File: src/rtl/csr_pkg.sv
/*
 * CSR bank package. Addresses, operations, trap and interrupt codes,
 * privilege levels, the word type, the mstatus layout and write masks.
 */

package csr_pkg;

    typedef logic [31:0] csr_word_t;

    typedef enum logic [11:0] {
        CSR_MVENDORID = 12'hF11,
        CSR_MARCHID   = 12'hF12,
        CSR_MIMPID    = 12'hF13,
        CSR_MHARTID   = 12'hF14,
        CSR_MSTATUS   = 12'h300,
        CSR_MISA      = 12'h301,
        CSR_MIE       = 12'h304,
        CSR_MTVEC     = 12'h305,
        CSR_MSCRATCH  = 12'h340,
        CSR_MEPC      = 12'h341,
        CSR_MCAUSE    = 12'h342,
        CSR_MTVAL     = 12'h343,
        CSR_MIP       = 12'h344
    } csr_addr_e;

    // Low bits of the csrrw/csrrs/csrrc funct3
    typedef enum logic [1:0] {
        OP_WRITE = 2'd1,
        OP_SET   = 2'd2,
        OP_CLEAR = 2'd3
    } csr_op_e;

    typedef enum logic [1:0] {
        PRIV_USER    = 2'd0,
        PRIV_MACHINE = 2'd3
    } priv_e;

    typedef enum logic [4:0] {
        EXC_INSTR_MISALIGNED = 5'd0,
        EXC_ILLEGAL_INSTR    = 5'd2,
        EXC_BREAKPOINT       = 5'd3,
        EXC_ECALL_M          = 5'd11
    } exc_code_e;

    typedef enum logic [4:0] {
        IRQ_SOFTWARE = 5'd3,
        IRQ_TIMER    = 5'd7,
        IRQ_EXTERNAL = 5'd11
    } irq_code_e;

    // Internal register index, shared by decode, execute and read
    typedef enum logic [3:0] {
        SEL_NONE, SEL_ID_ZERO, SEL_HARTID, SEL_MSTATUS, SEL_MISA, SEL_MIE,
        SEL_MTVEC, SEL_MSCRATCH, SEL_MEPC, SEL_MCAUSE, SEL_MTVAL, SEL_MIP
    } csr_sel_e;

    typedef union packed {
        csr_word_t raw;
        struct packed {
            logic [18:0] rsvd_hi;
            priv_e       mpp;       // Bits 12:11
            logic [2:0]  rsvd_mid;
            logic        mpie;      // Bit 7
            logic [2:0]  rsvd_ie;
            logic        mie;       // Bit 3
            logic [2:0]  rsvd_lo;
        } f;
    } mstatus_u;

    localparam csr_word_t MSTATUS_WMASK  = 32'h007E19AA;
    localparam csr_word_t MISA_WMASK     = 32'h3C000000;
    localparam csr_word_t MIE_WMASK      = 32'h00000888;
    localparam csr_word_t MTVEC_WMASK    = 32'hFFFFFFFC;
    localparam csr_word_t MEPC_WMASK     = 32'hFFFFFFFC;
    localparam csr_word_t MSCRATCH_WMASK = 32'hFFFFFFFF;
    localparam csr_word_t MCAUSE_WMASK   = 32'hFFFFFFFF;
    localparam csr_word_t MTVAL_WMASK    = 32'hFFFFFFFF;

    localparam csr_word_t MISA_RESET     = 32'h40000100;   // RV32I

endpackage

File: src/rtl/csr_sel_if.sv
/*
 * Decoded CSR selection between decode, execute and read stages
 */

interface csr_sel_if;
    import csr_pkg::*;

    csr_sel_e  sel;
    csr_word_t wmask;
    logic      writable;    // Mask has at least one bit set
    logic      readable;    // Address is implemented

    modport dec (output sel, output wmask, output writable, output readable);

    modport exe (input sel, input wmask, input writable);

    modport res (input sel, input readable);

endinterface

File: src/rtl/csr_bank.sv
/*
 * Machine-mode CSR bank top level. Decode, register execute stage,
 * read mux and interrupt control.
 */

module csr_bank #(
    parameter csr_pkg::csr_word_t hart_id = '0
) (
    input  logic                 clk,
    input  logic                 reset,
    input  logic                 read_enable_i,
    input  logic                 write_enable_i,
    input  logic                 killed_i,
    input  csr_pkg::csr_op_e     operation_i,
    input  csr_pkg::csr_addr_e   address_i,
    input  csr_pkg::csr_word_t   data_i,
    input  logic                 raise_exception_i,
    input  logic                 machine_return_i,
    input  csr_pkg::exc_code_e   exception_code_i,
    input  csr_pkg::csr_word_t   pc_i,
    input  csr_pkg::csr_word_t   instruction_i,
    input  csr_pkg::csr_word_t   irq_i,
    input  logic                 interrupt_ack_i,
    output csr_pkg::csr_word_t   read_data_o,
    output logic                 interrupt_pending_o,
    output csr_pkg::priv_e       privilege_o,
    output csr_pkg::csr_word_t   mepc_o,
    output csr_pkg::csr_word_t   mtvec_o
);
    import csr_pkg::*;

    csr_word_t mstatus, misa, mie, mscratch, mcause, mtval, mip;
    irq_code_e irq_code;

    csr_sel_if u_sel ();

    csr_decode u_decode (
        .address_i (address_i),
        .sel_o     (u_sel.dec)
    );

    //////////////////////////////
    // Execute stage
    //////////////////////////////

    csr_regs u_regs (
        .clk               (clk),
        .reset             (reset),
        .sel_i             (u_sel.exe),
        .write_enable_i    (write_enable_i),
        .killed_i          (killed_i),
        .operation_i       (operation_i),
        .data_i            (data_i),
        .raise_exception_i (raise_exception_i),
        .exception_code_i  (exception_code_i),
        .pc_i              (pc_i),
        .instruction_i     (instruction_i),
        .machine_return_i  (machine_return_i),
        .interrupt_ack_i   (interrupt_ack_i),
        .irq_code_i        (irq_code),
        .mstatus_o         (mstatus),
        .misa_o            (misa),
        .mie_o             (mie),
        .mtvec_o           (mtvec_o),
        .mscratch_o        (mscratch),
        .mepc_o            (mepc_o),
        .mcause_o          (mcause),
        .mtval_o           (mtval),
        .privilege_o       (privilege_o)
    );

    csr_irq_ctrl u_irq (
        .clk                 (clk),
        .reset               (reset),
        .irq_i               (irq_i),
        .interrupt_ack_i     (interrupt_ack_i),
        .mstatus_i           (mstatus),
        .mie_i               (mie),
        .mip_o               (mip),
        .irq_code_o          (irq_code),
        .interrupt_pending_o (interrupt_pending_o)
    );

    csr_read_mux #(
        .hart_id (hart_id)
    ) u_read (
        .sel_i         (u_sel.res),
        .read_enable_i (read_enable_i),
        .killed_i      (killed_i),
        .mstatus_i     (mstatus),
        .misa_i        (misa),
        .mie_i         (mie),
        .mtvec_i       (mtvec_o),
        .mscratch_i    (mscratch),
        .mepc_i        (mepc_o),
        .mcause_i      (mcause),
        .mtval_i       (mtval),
        .mip_i         (mip),
        .read_data_o   (read_data_o)
    );

endmodule

File: src/rtl/csr_decode.sv
/*
 * CSR address decode into register index, write mask and access flags
 */

module csr_decode (
    input  csr_pkg::csr_addr_e address_i,
    csr_sel_if.dec             sel_o
);
    import csr_pkg::*;

    csr_word_t wmask;

    always_comb begin
        sel_o.sel      = SEL_NONE;
        wmask          = '0;
        sel_o.readable = 1'b1;
        case (address_i)
            CSR_MVENDORID,
            CSR_MARCHID,
            CSR_MIMPID:   sel_o.sel = SEL_ID_ZERO;   // Read-only, reads zero
            CSR_MHARTID:  sel_o.sel = SEL_HARTID;
            CSR_MSTATUS: begin
                sel_o.sel = SEL_MSTATUS;
                wmask     = MSTATUS_WMASK;
            end
            CSR_MISA: begin
                sel_o.sel = SEL_MISA;
                wmask     = MISA_WMASK;
            end
            CSR_MIE: begin
                sel_o.sel = SEL_MIE;
                wmask     = MIE_WMASK;
            end
            CSR_MTVEC: begin
                sel_o.sel = SEL_MTVEC;
                wmask     = MTVEC_WMASK;
            end
            CSR_MSCRATCH: begin
                sel_o.sel = SEL_MSCRATCH;
                wmask     = MSCRATCH_WMASK;
            end
            CSR_MEPC: begin
                sel_o.sel = SEL_MEPC;
                wmask     = MEPC_WMASK;
            end
            CSR_MCAUSE: begin
                sel_o.sel = SEL_MCAUSE;
                wmask     = MCAUSE_WMASK;
            end
            CSR_MTVAL: begin
                sel_o.sel = SEL_MTVAL;
                wmask     = MTVAL_WMASK;
            end
            CSR_MIP:      sel_o.sel = SEL_MIP;       // Follows irq lines only
            default:      sel_o.readable = 1'b0;
        endcase
    end

    assign sel_o.wmask    = wmask;
    assign sel_o.writable = (wmask != '0);

endmodule

File: src/rtl/csr_irq_ctrl.sv
/*
 * Interrupt line sampling into mip, pending flag and cause priority
 */

module csr_irq_ctrl (
    input  logic                clk,
    input  logic                reset,
    input  csr_pkg::csr_word_t  irq_i,
    input  logic                interrupt_ack_i,
    input  csr_pkg::csr_word_t  mstatus_i,
    input  csr_pkg::csr_word_t  mie_i,
    output csr_pkg::csr_word_t  mip_o,
    output csr_pkg::irq_code_e  irq_code_o,
    output logic                interrupt_pending_o
);
    import csr_pkg::*;

    mstatus_u  status;
    csr_word_t active;

    assign status = mstatus_i;
    assign active = mie_i & mip_o;     // Enabled and pending lines

    // First stage
    always_ff @(posedge clk) begin
        if (reset) begin
            mip_o <= '0;
        end else begin
            mip_o <= irq_i;
        end
    end

    // Second stage, external before software before timer
    always_ff @(posedge clk) begin
        if (reset) begin
            interrupt_pending_o <= 1'b0;
            irq_code_o          <= IRQ_SOFTWARE;
        end else if (status.f.mie && active != '0 && !interrupt_ack_i) begin
            interrupt_pending_o <= 1'b1;
            if (active[11])
                irq_code_o <= IRQ_EXTERNAL;
            else if (active[3])
                irq_code_o <= IRQ_SOFTWARE;
            else if (active[7])
                irq_code_o <= IRQ_TIMER;
        end else begin
            interrupt_pending_o <= 1'b0;   // Cause holds its last value
        end
    end

endmodule

File: src/rtl/csr_read_mux.sv
/*
 * CSR read data selection with read gating
 */

module csr_read_mux #(
    parameter csr_pkg::csr_word_t hart_id = '0
) (
    csr_sel_if.res               sel_i,
    input  logic                 read_enable_i,
    input  logic                 killed_i,
    input  csr_pkg::csr_word_t   mstatus_i,
    input  csr_pkg::csr_word_t   misa_i,
    input  csr_pkg::csr_word_t   mie_i,
    input  csr_pkg::csr_word_t   mtvec_i,
    input  csr_pkg::csr_word_t   mscratch_i,
    input  csr_pkg::csr_word_t   mepc_i,
    input  csr_pkg::csr_word_t   mcause_i,
    input  csr_pkg::csr_word_t   mtval_i,
    input  csr_pkg::csr_word_t   mip_i,
    output csr_pkg::csr_word_t   read_data_o
);
    import csr_pkg::*;

    always_comb begin
        read_data_o = '0;
        if (read_enable_i && !killed_i && sel_i.readable) begin
            case (sel_i.sel)
                SEL_HARTID:   read_data_o = hart_id;
                SEL_MSTATUS:  read_data_o = mstatus_i;
                SEL_MISA:     read_data_o = misa_i;
                SEL_MIE:      read_data_o = mie_i;
                SEL_MTVEC:    read_data_o = mtvec_i;
                SEL_MSCRATCH: read_data_o = mscratch_i;
                SEL_MEPC:     read_data_o = mepc_i;
                SEL_MCAUSE:   read_data_o = mcause_i;
                SEL_MTVAL:    read_data_o = mtval_i;
                SEL_MIP:      read_data_o = mip_i;
                default:      read_data_o = '0;     // Identity regs read zero
            endcase
        end
    end

endmodule

File: src/rtl/csr_regs.sv
/*
 * Writable machine-mode CSRs with masked write, set and clear,
 * trap entry on exception or interrupt, and mret
 */

module csr_regs (
    input  logic                 clk,
    input  logic                 reset,
    csr_sel_if.exe               sel_i,
    input  logic                 write_enable_i,
    input  logic                 killed_i,
    input  csr_pkg::csr_op_e     operation_i,
    input  csr_pkg::csr_word_t   data_i,
    input  logic                 raise_exception_i,
    input  csr_pkg::exc_code_e   exception_code_i,
    input  csr_pkg::csr_word_t   pc_i,
    input  csr_pkg::csr_word_t   instruction_i,
    input  logic                 machine_return_i,
    input  logic                 interrupt_ack_i,
    input  csr_pkg::irq_code_e   irq_code_i,
    output csr_pkg::csr_word_t   mstatus_o,
    output csr_pkg::csr_word_t   misa_o,
    output csr_pkg::csr_word_t   mie_o,
    output csr_pkg::csr_word_t   mtvec_o,
    output csr_pkg::csr_word_t   mscratch_o,
    output csr_pkg::csr_word_t   mepc_o,
    output csr_pkg::csr_word_t   mcause_o,
    output csr_pkg::csr_word_t   mtval_o,
    output csr_pkg::priv_e       privilege_o
);
    import csr_pkg::*;

    mstatus_u  mstatus;
    csr_word_t misa, mie, mtvec, mscratch, mepc, mcause, mtval;
    csr_word_t current_val, wr_data;
    logic      write_allowed;

    assign write_allowed = write_enable_i && !killed_i && sel_i.writable;

    always_comb begin
        case (sel_i.sel)
            SEL_MSTATUS:  current_val = mstatus.raw;
            SEL_MISA:     current_val = misa;
            SEL_MIE:      current_val = mie;
            SEL_MTVEC:    current_val = mtvec;
            SEL_MSCRATCH: current_val = mscratch;
            SEL_MEPC:     current_val = mepc;
            SEL_MCAUSE:   current_val = mcause;
            SEL_MTVAL:    current_val = mtval;
            default:      current_val = '0;
        endcase
    end

    always_comb begin
        case (operation_i)
            OP_SET:   wr_data = (current_val | data_i) & sel_i.wmask;
            OP_CLEAR: wr_data = (current_val & ~data_i) & sel_i.wmask;
            default:  wr_data = data_i & sel_i.wmask;
        endcase
    end

    //////////////////////////////
    // Register update
    //////////////////////////////

    always_ff @(posedge clk) begin
        if (reset) begin
            mstatus.raw    <= '0;
            mstatus.f.mpp  <= PRIV_MACHINE;
            misa           <= MISA_RESET;
            mie            <= '0;
            mtvec          <= '0;
            mscratch       <= '0;
            mepc           <= '0;
            mcause         <= '0;
            mtval          <= '0;
            privilege_o    <= PRIV_MACHINE;
        end else if (machine_return_i) begin
            mstatus.f.mie  <= mstatus.f.mpie;
            privilege_o    <= mstatus.f.mpp;       // Back to the trapped level
        end else if (raise_exception_i || interrupt_ack_i) begin
            mstatus.f.mpp  <= privilege_o;
            mstatus.f.mpie <= mstatus.f.mie;
            mstatus.f.mie  <= 1'b0;                // Traps enter with irqs off
            privilege_o    <= PRIV_MACHINE;
            if (raise_exception_i) begin
                mcause <= {1'b0, 26'b0, exception_code_i};
                if (exception_code_i == EXC_ECALL_M || exception_code_i == EXC_BREAKPOINT)
                    mepc <= pc_i;
                else
                    mepc <= pc_i + 32'd4;
                if (exception_code_i == EXC_ILLEGAL_INSTR)
                    mtval <= instruction_i;        // Faulting encoding
                else
                    mtval <= pc_i;
            end else begin
                mcause <= {1'b1, 26'b0, irq_code_i};
                mepc   <= pc_i;                    // Resume at the interrupted pc
            end
        end else if (write_allowed) begin
            case (sel_i.sel)
                SEL_MSTATUS:  mstatus.raw <= wr_data;
                SEL_MISA:     misa        <= wr_data;
                SEL_MIE:      mie         <= wr_data;
                SEL_MTVEC:    mtvec       <= wr_data;
                SEL_MSCRATCH: mscratch    <= wr_data;
                SEL_MEPC:     mepc        <= wr_data;
                SEL_MCAUSE:   mcause      <= wr_data;
                SEL_MTVAL:    mtval       <= wr_data;
                default: ;
            endcase
        end
    end

    // Snapshot for read mux and interrupt control
    assign mstatus_o  = mstatus.raw;
    assign misa_o     = misa;
    assign mie_o      = mie;
    assign mtvec_o    = mtvec;
    assign mscratch_o = mscratch;
    assign mepc_o     = mepc;
    assign mcause_o   = mcause;
    assign mtval_o    = mtval;

endmodule

File: config.mk
export PLATFORM = sky130hd
export DESIGN_NAME = csr_bank
export DESIGN_NICKNAME = d
export VERILOG_FILES = /design/src/rtl/csr_pkg.sv /design/src/rtl/csr_sel_if.sv /design/src/rtl/csr_bank.sv /design/src/rtl/csr_decode.sv /design/src/rtl/csr_irq_ctrl.sv /design/src/rtl/csr_read_mux.sv /design/src/rtl/csr_regs.sv
export SDC_FILE = /design/constraint.sdc
export NUM_CORES = 1
export LEC_CHECK = 0
export ABC_AREA = 1
export ABC_CLOCK_PERIOD_IN_PS = 6100
export BUFFER_PORTS_ARGS = -buffer_cell sky130_fd_sc_hd__clkbuf_2
export CAP_MARGIN = 20
export CORE_MARGIN = 4
export CORE_UTILIZATION = 35
export DETAILED_ROUTE_END_ITERATION = 12
export GPL_ROUTABILITY_DRIVEN = 0
export GPL_TIMING_DRIVEN = 0
export MAX_ROUTING_LAYER = met4
export PLACE_DENSITY = 0.58
export REMOVE_ABC_BUFFERS = 1
export SETUP_SLACK_MARGIN = 0.4
export SLEW_MARGIN = 25
export SYNTH_ARGS = -nofsm -noshare
export SYNTH_HDL_FRONTEND = slang
export SYNTH_SLANG_ARGS = --single-unit
File: constraint.sdc
create_clock -name clk -period 6.1 [get_ports clk]
set_input_delay 1.83 -clock clk [delete_from_list [all_inputs] [get_ports clk]]
set_output_delay 1.83 -clock clk [all_outputs]
set_load 0.01 [all_outputs]
==> impl_metrics.ini <==
[status]
status = complete, but fails checks
violations = setup timing

[timing]
fin_crit_sh_pct = 102
tightest_slew_ps = 804
hold_viol_final = 0
fin_crit_ps = 6220
maxSlewViolCount = 0
holdWs_ps = 452
report.final.setup_viol = 32
max_freq_ghz = 0.161
worst_slack_ps = -120
relSlewSlack_pct = 46.2
fin_skew_ps = 27.9
grt_setup_unrepaired = yes

[setup_path]
r2r_end = u_regs.mstatus_o[21]
crit_arrival_ps = 4390
worstPathMaxFanout = 8
cp-end-kind = output pin
critical_path.startpoint_type = input pin
worst-r2r-cell-count = 26
required_ps = 4270
regToRegStartpoint = u_regs.mepc_o[21]
crit_type = input pin to output pin
reg2reg_slack_ps = 2800

[clock_network]
clockRootBuffer = clkbuf_16
clock_sinks = 293
cts_max_path_buffers = 3
cts_tree = built
cts_buffers = 36
clkLatencyLatePin_ps = 550
clkTransAtPathRegs_ps = 50
htreeDepth = 2

[yosys]
synthFlopType = dfxtp_1
yosysUniqueCellTypes = 47
synth_area_um2 = 15500
async_flop_share_pct = 0
ys_seq_area_share_pct = 37.9
ys_ff_latch = 293
syn_area_per_cell_um2 = 6.45
ys.warnings.count = 0
synthCells = 2401
synth_edf_count = 0

[min_path]
hold_path.startpoint = u_regs.mstatus_o[0]
hold-path-endpoint = u_regs.mstatus_o[0]
hp-class = flip-flop to flip-flop
min_path_cells = 2

[cells_and_area]
final_common_cell = nand2_1
area_growth_pct = 36.9
final_core_util_pct = 48.9
final_nets = 2884
layout_common_cells = nand2_1 (533), a21oi_1 (309), dfxtp_1 (293), o21ai_0 (242), clkbuf_2 (224)
multiInputGateArea_um2 = 8940
seq_area_um2 = 5870
fin_area_um2 = 21200
drive_gt1_share_pct = 25.6
fillers = 4305

[floorplan]
die_h_um = 218
die_w_um = 218
io-pin-count = 254
fp.coreArea_um2 = 43400
dieArea_um2 = 47600
start_util_pct = 35.7
placementRows = 76

[placed_design]
port_buffers = 253
placed_area_um2 = 17500
hpwl_um = 45700

[drt]
top_layer_used = met4
wl_met2_um = 34700
vias = 18700
first_pass_iters = 8
wl_met3_um = 8510
wl_met1_um = 29600
drt-initial-drc-count = 2056
post_drt_wl_per_cell_um = 23.2
avgViaCountPerCell = 5.59
wl_um = 77600
drc = 0
ant_nets = 0

[grt]
track_usage_pct = 31.1
grt_max_degree = 146
grt_overflow_total = 0
grt_pass1_wl_um = 109000
antenna_found_initial = 4
grt_pass1_vias = 17400

[pwr]
leakage_nw = 10.4
power_density_nw_per_um2 = 216
ir_drop_v = 0.000197

[flow_run]
maxCapViolCount = 0
## Yosys cell counts, types with 4 or more instances
cell,count,area (um2)
dfxtp_1,293,5870
a21oi_1,318,1590
nand3_2,4,40.0
nand2_2,12,75.1
buf_4,13,97.6
nor2_1,250,938
nor2_2,7,43.8
buf_1,12,45.0
o21ai_1,20,100
buf_6,9,101
inv_1,217,815
buf_2,28,140
nor3_1,14,70.1
clkinv_1,5,18.8
inv_2,16,60.1
o21ai_0,278,1390
a31oi_1,7,43.8
nand2_1,592,2220
nor2_4,5,56.3
ha_1,4,50.1
clkbuf_1,83,312
nand3b_1,34,255
nand4_1,61,382
xor2_1,4,35.0
nand3_1,79,395
## per-stage QoR
stage               setup TNS [ps]  power [mW]  instances  setup slack (ps)
floorplan                  -111710        2.21       2253              -723
global placement          -1588800        2.40       3091             -7750
detailed placement          -61180        2.42       3121             -2130
CTS                           -161        4.56       3301             -34.3
global route                 -6130        4.69       3337              -220
finish                       -2860        4.58       3337              -120
## final cells by class
cell class / count / area share, %
multi-input combinational: 1724 / 42.2
sequential: 293 / 27.7
timing repair buffer: 423 / 16.1
clock buffer: 51 / 4.94
inverter: 241 / 4.68
tap: 585 / 3.45
clock inverter: 11 / 0.584
timing repair inverter: 6 / 0.354
antenna: 3 / 0.0354
## worst max-delay path: stages
cell,delay (ps)
clkbuf_2,120
nor2_4,130
nand2_4,80
nor2_4,170
inv_2,70
nor2_4,100
inv_2,60
nand2_4,70
nor2_4,50
ha_4,170
nand2_4,100
nor2_4,50
nor2_4,180
nand2_4,130
nor2_4,170
buf_12,160
buf_16,160
nand2_2,50
nand2_1,50
nor2_1,40
nand2_1,140
o21ai_1,100
inv_1,50
buf_2,120
## worst max-delay path by stage
stage	start	endpoint	slack (ps)
2_1_floorplan	raise_exception_i	u_regs.mepc_o[0]	-720
3_3_place_gp	raise_exception_i	u_regs.misa_o[7]	-7750
3_5_place_dp	address_i[9]	read_data_o[18]	-2130
4_1_cts	address_i[10]	read_data_o[14]	-30
5_1_grt	address_i[8]	read_data_o[14]	-220
6_report	address_i[10]	read_data_o[27]	-120
## layer usage
layer | global-route usage (%) | vias to the layer above
li1 | - | 8507
met5 | - | -
met4 | 15.2 | 0
met3 | 7.09 | 328
met1 | 37.7 | 8673
met2 | 49.0 | 1142
## cell families after synthesis
family,synth area share (%)
AOI/OAI and AO/OA,21.2
xor gates and xnor gates,0.283
adders and majority gates,0.323
buffers and inverters,10.5
DFF,37.9
and+or+nand+nor,29.8
## registers in the layout, summed over array words and instances (netlist names)
name and flops:
u_irq.mip_o 32, u_regs.mcause_o 32, u_regs.mepc_o 32, u_regs.mie_o 32
u_regs.misa_o 32, u_regs.mscratch_o 32, u_regs.mstatus_o 32, u_regs.mtval_o 32
u_regs.mtvec_o 32, u_irq.irq_code_o 2, u_regs.privilege_o 2, u_irq.interrupt_pending_o 1
## power by group
part / switching [mW] / leakage, nW / internal (mW)
combinational: 0.271 / 7.46 / 0.135
clock: 0.884 / 0.583 / 1.28
sequential: 0.0405 / 2.39 / 1.97
total: 1.20 / 10.4 / 3.39
## what timing repair did
action | in CTS | in global routing
resized for setup | 161 | 182
hold buffers | 0 | 0
gates cloned | 12 | 4
pin swaps | 75 | 97
setup endpoints to repair | 32 | 48
buffers inserted | 106 | 29
(Power assumes the default switching activity.)
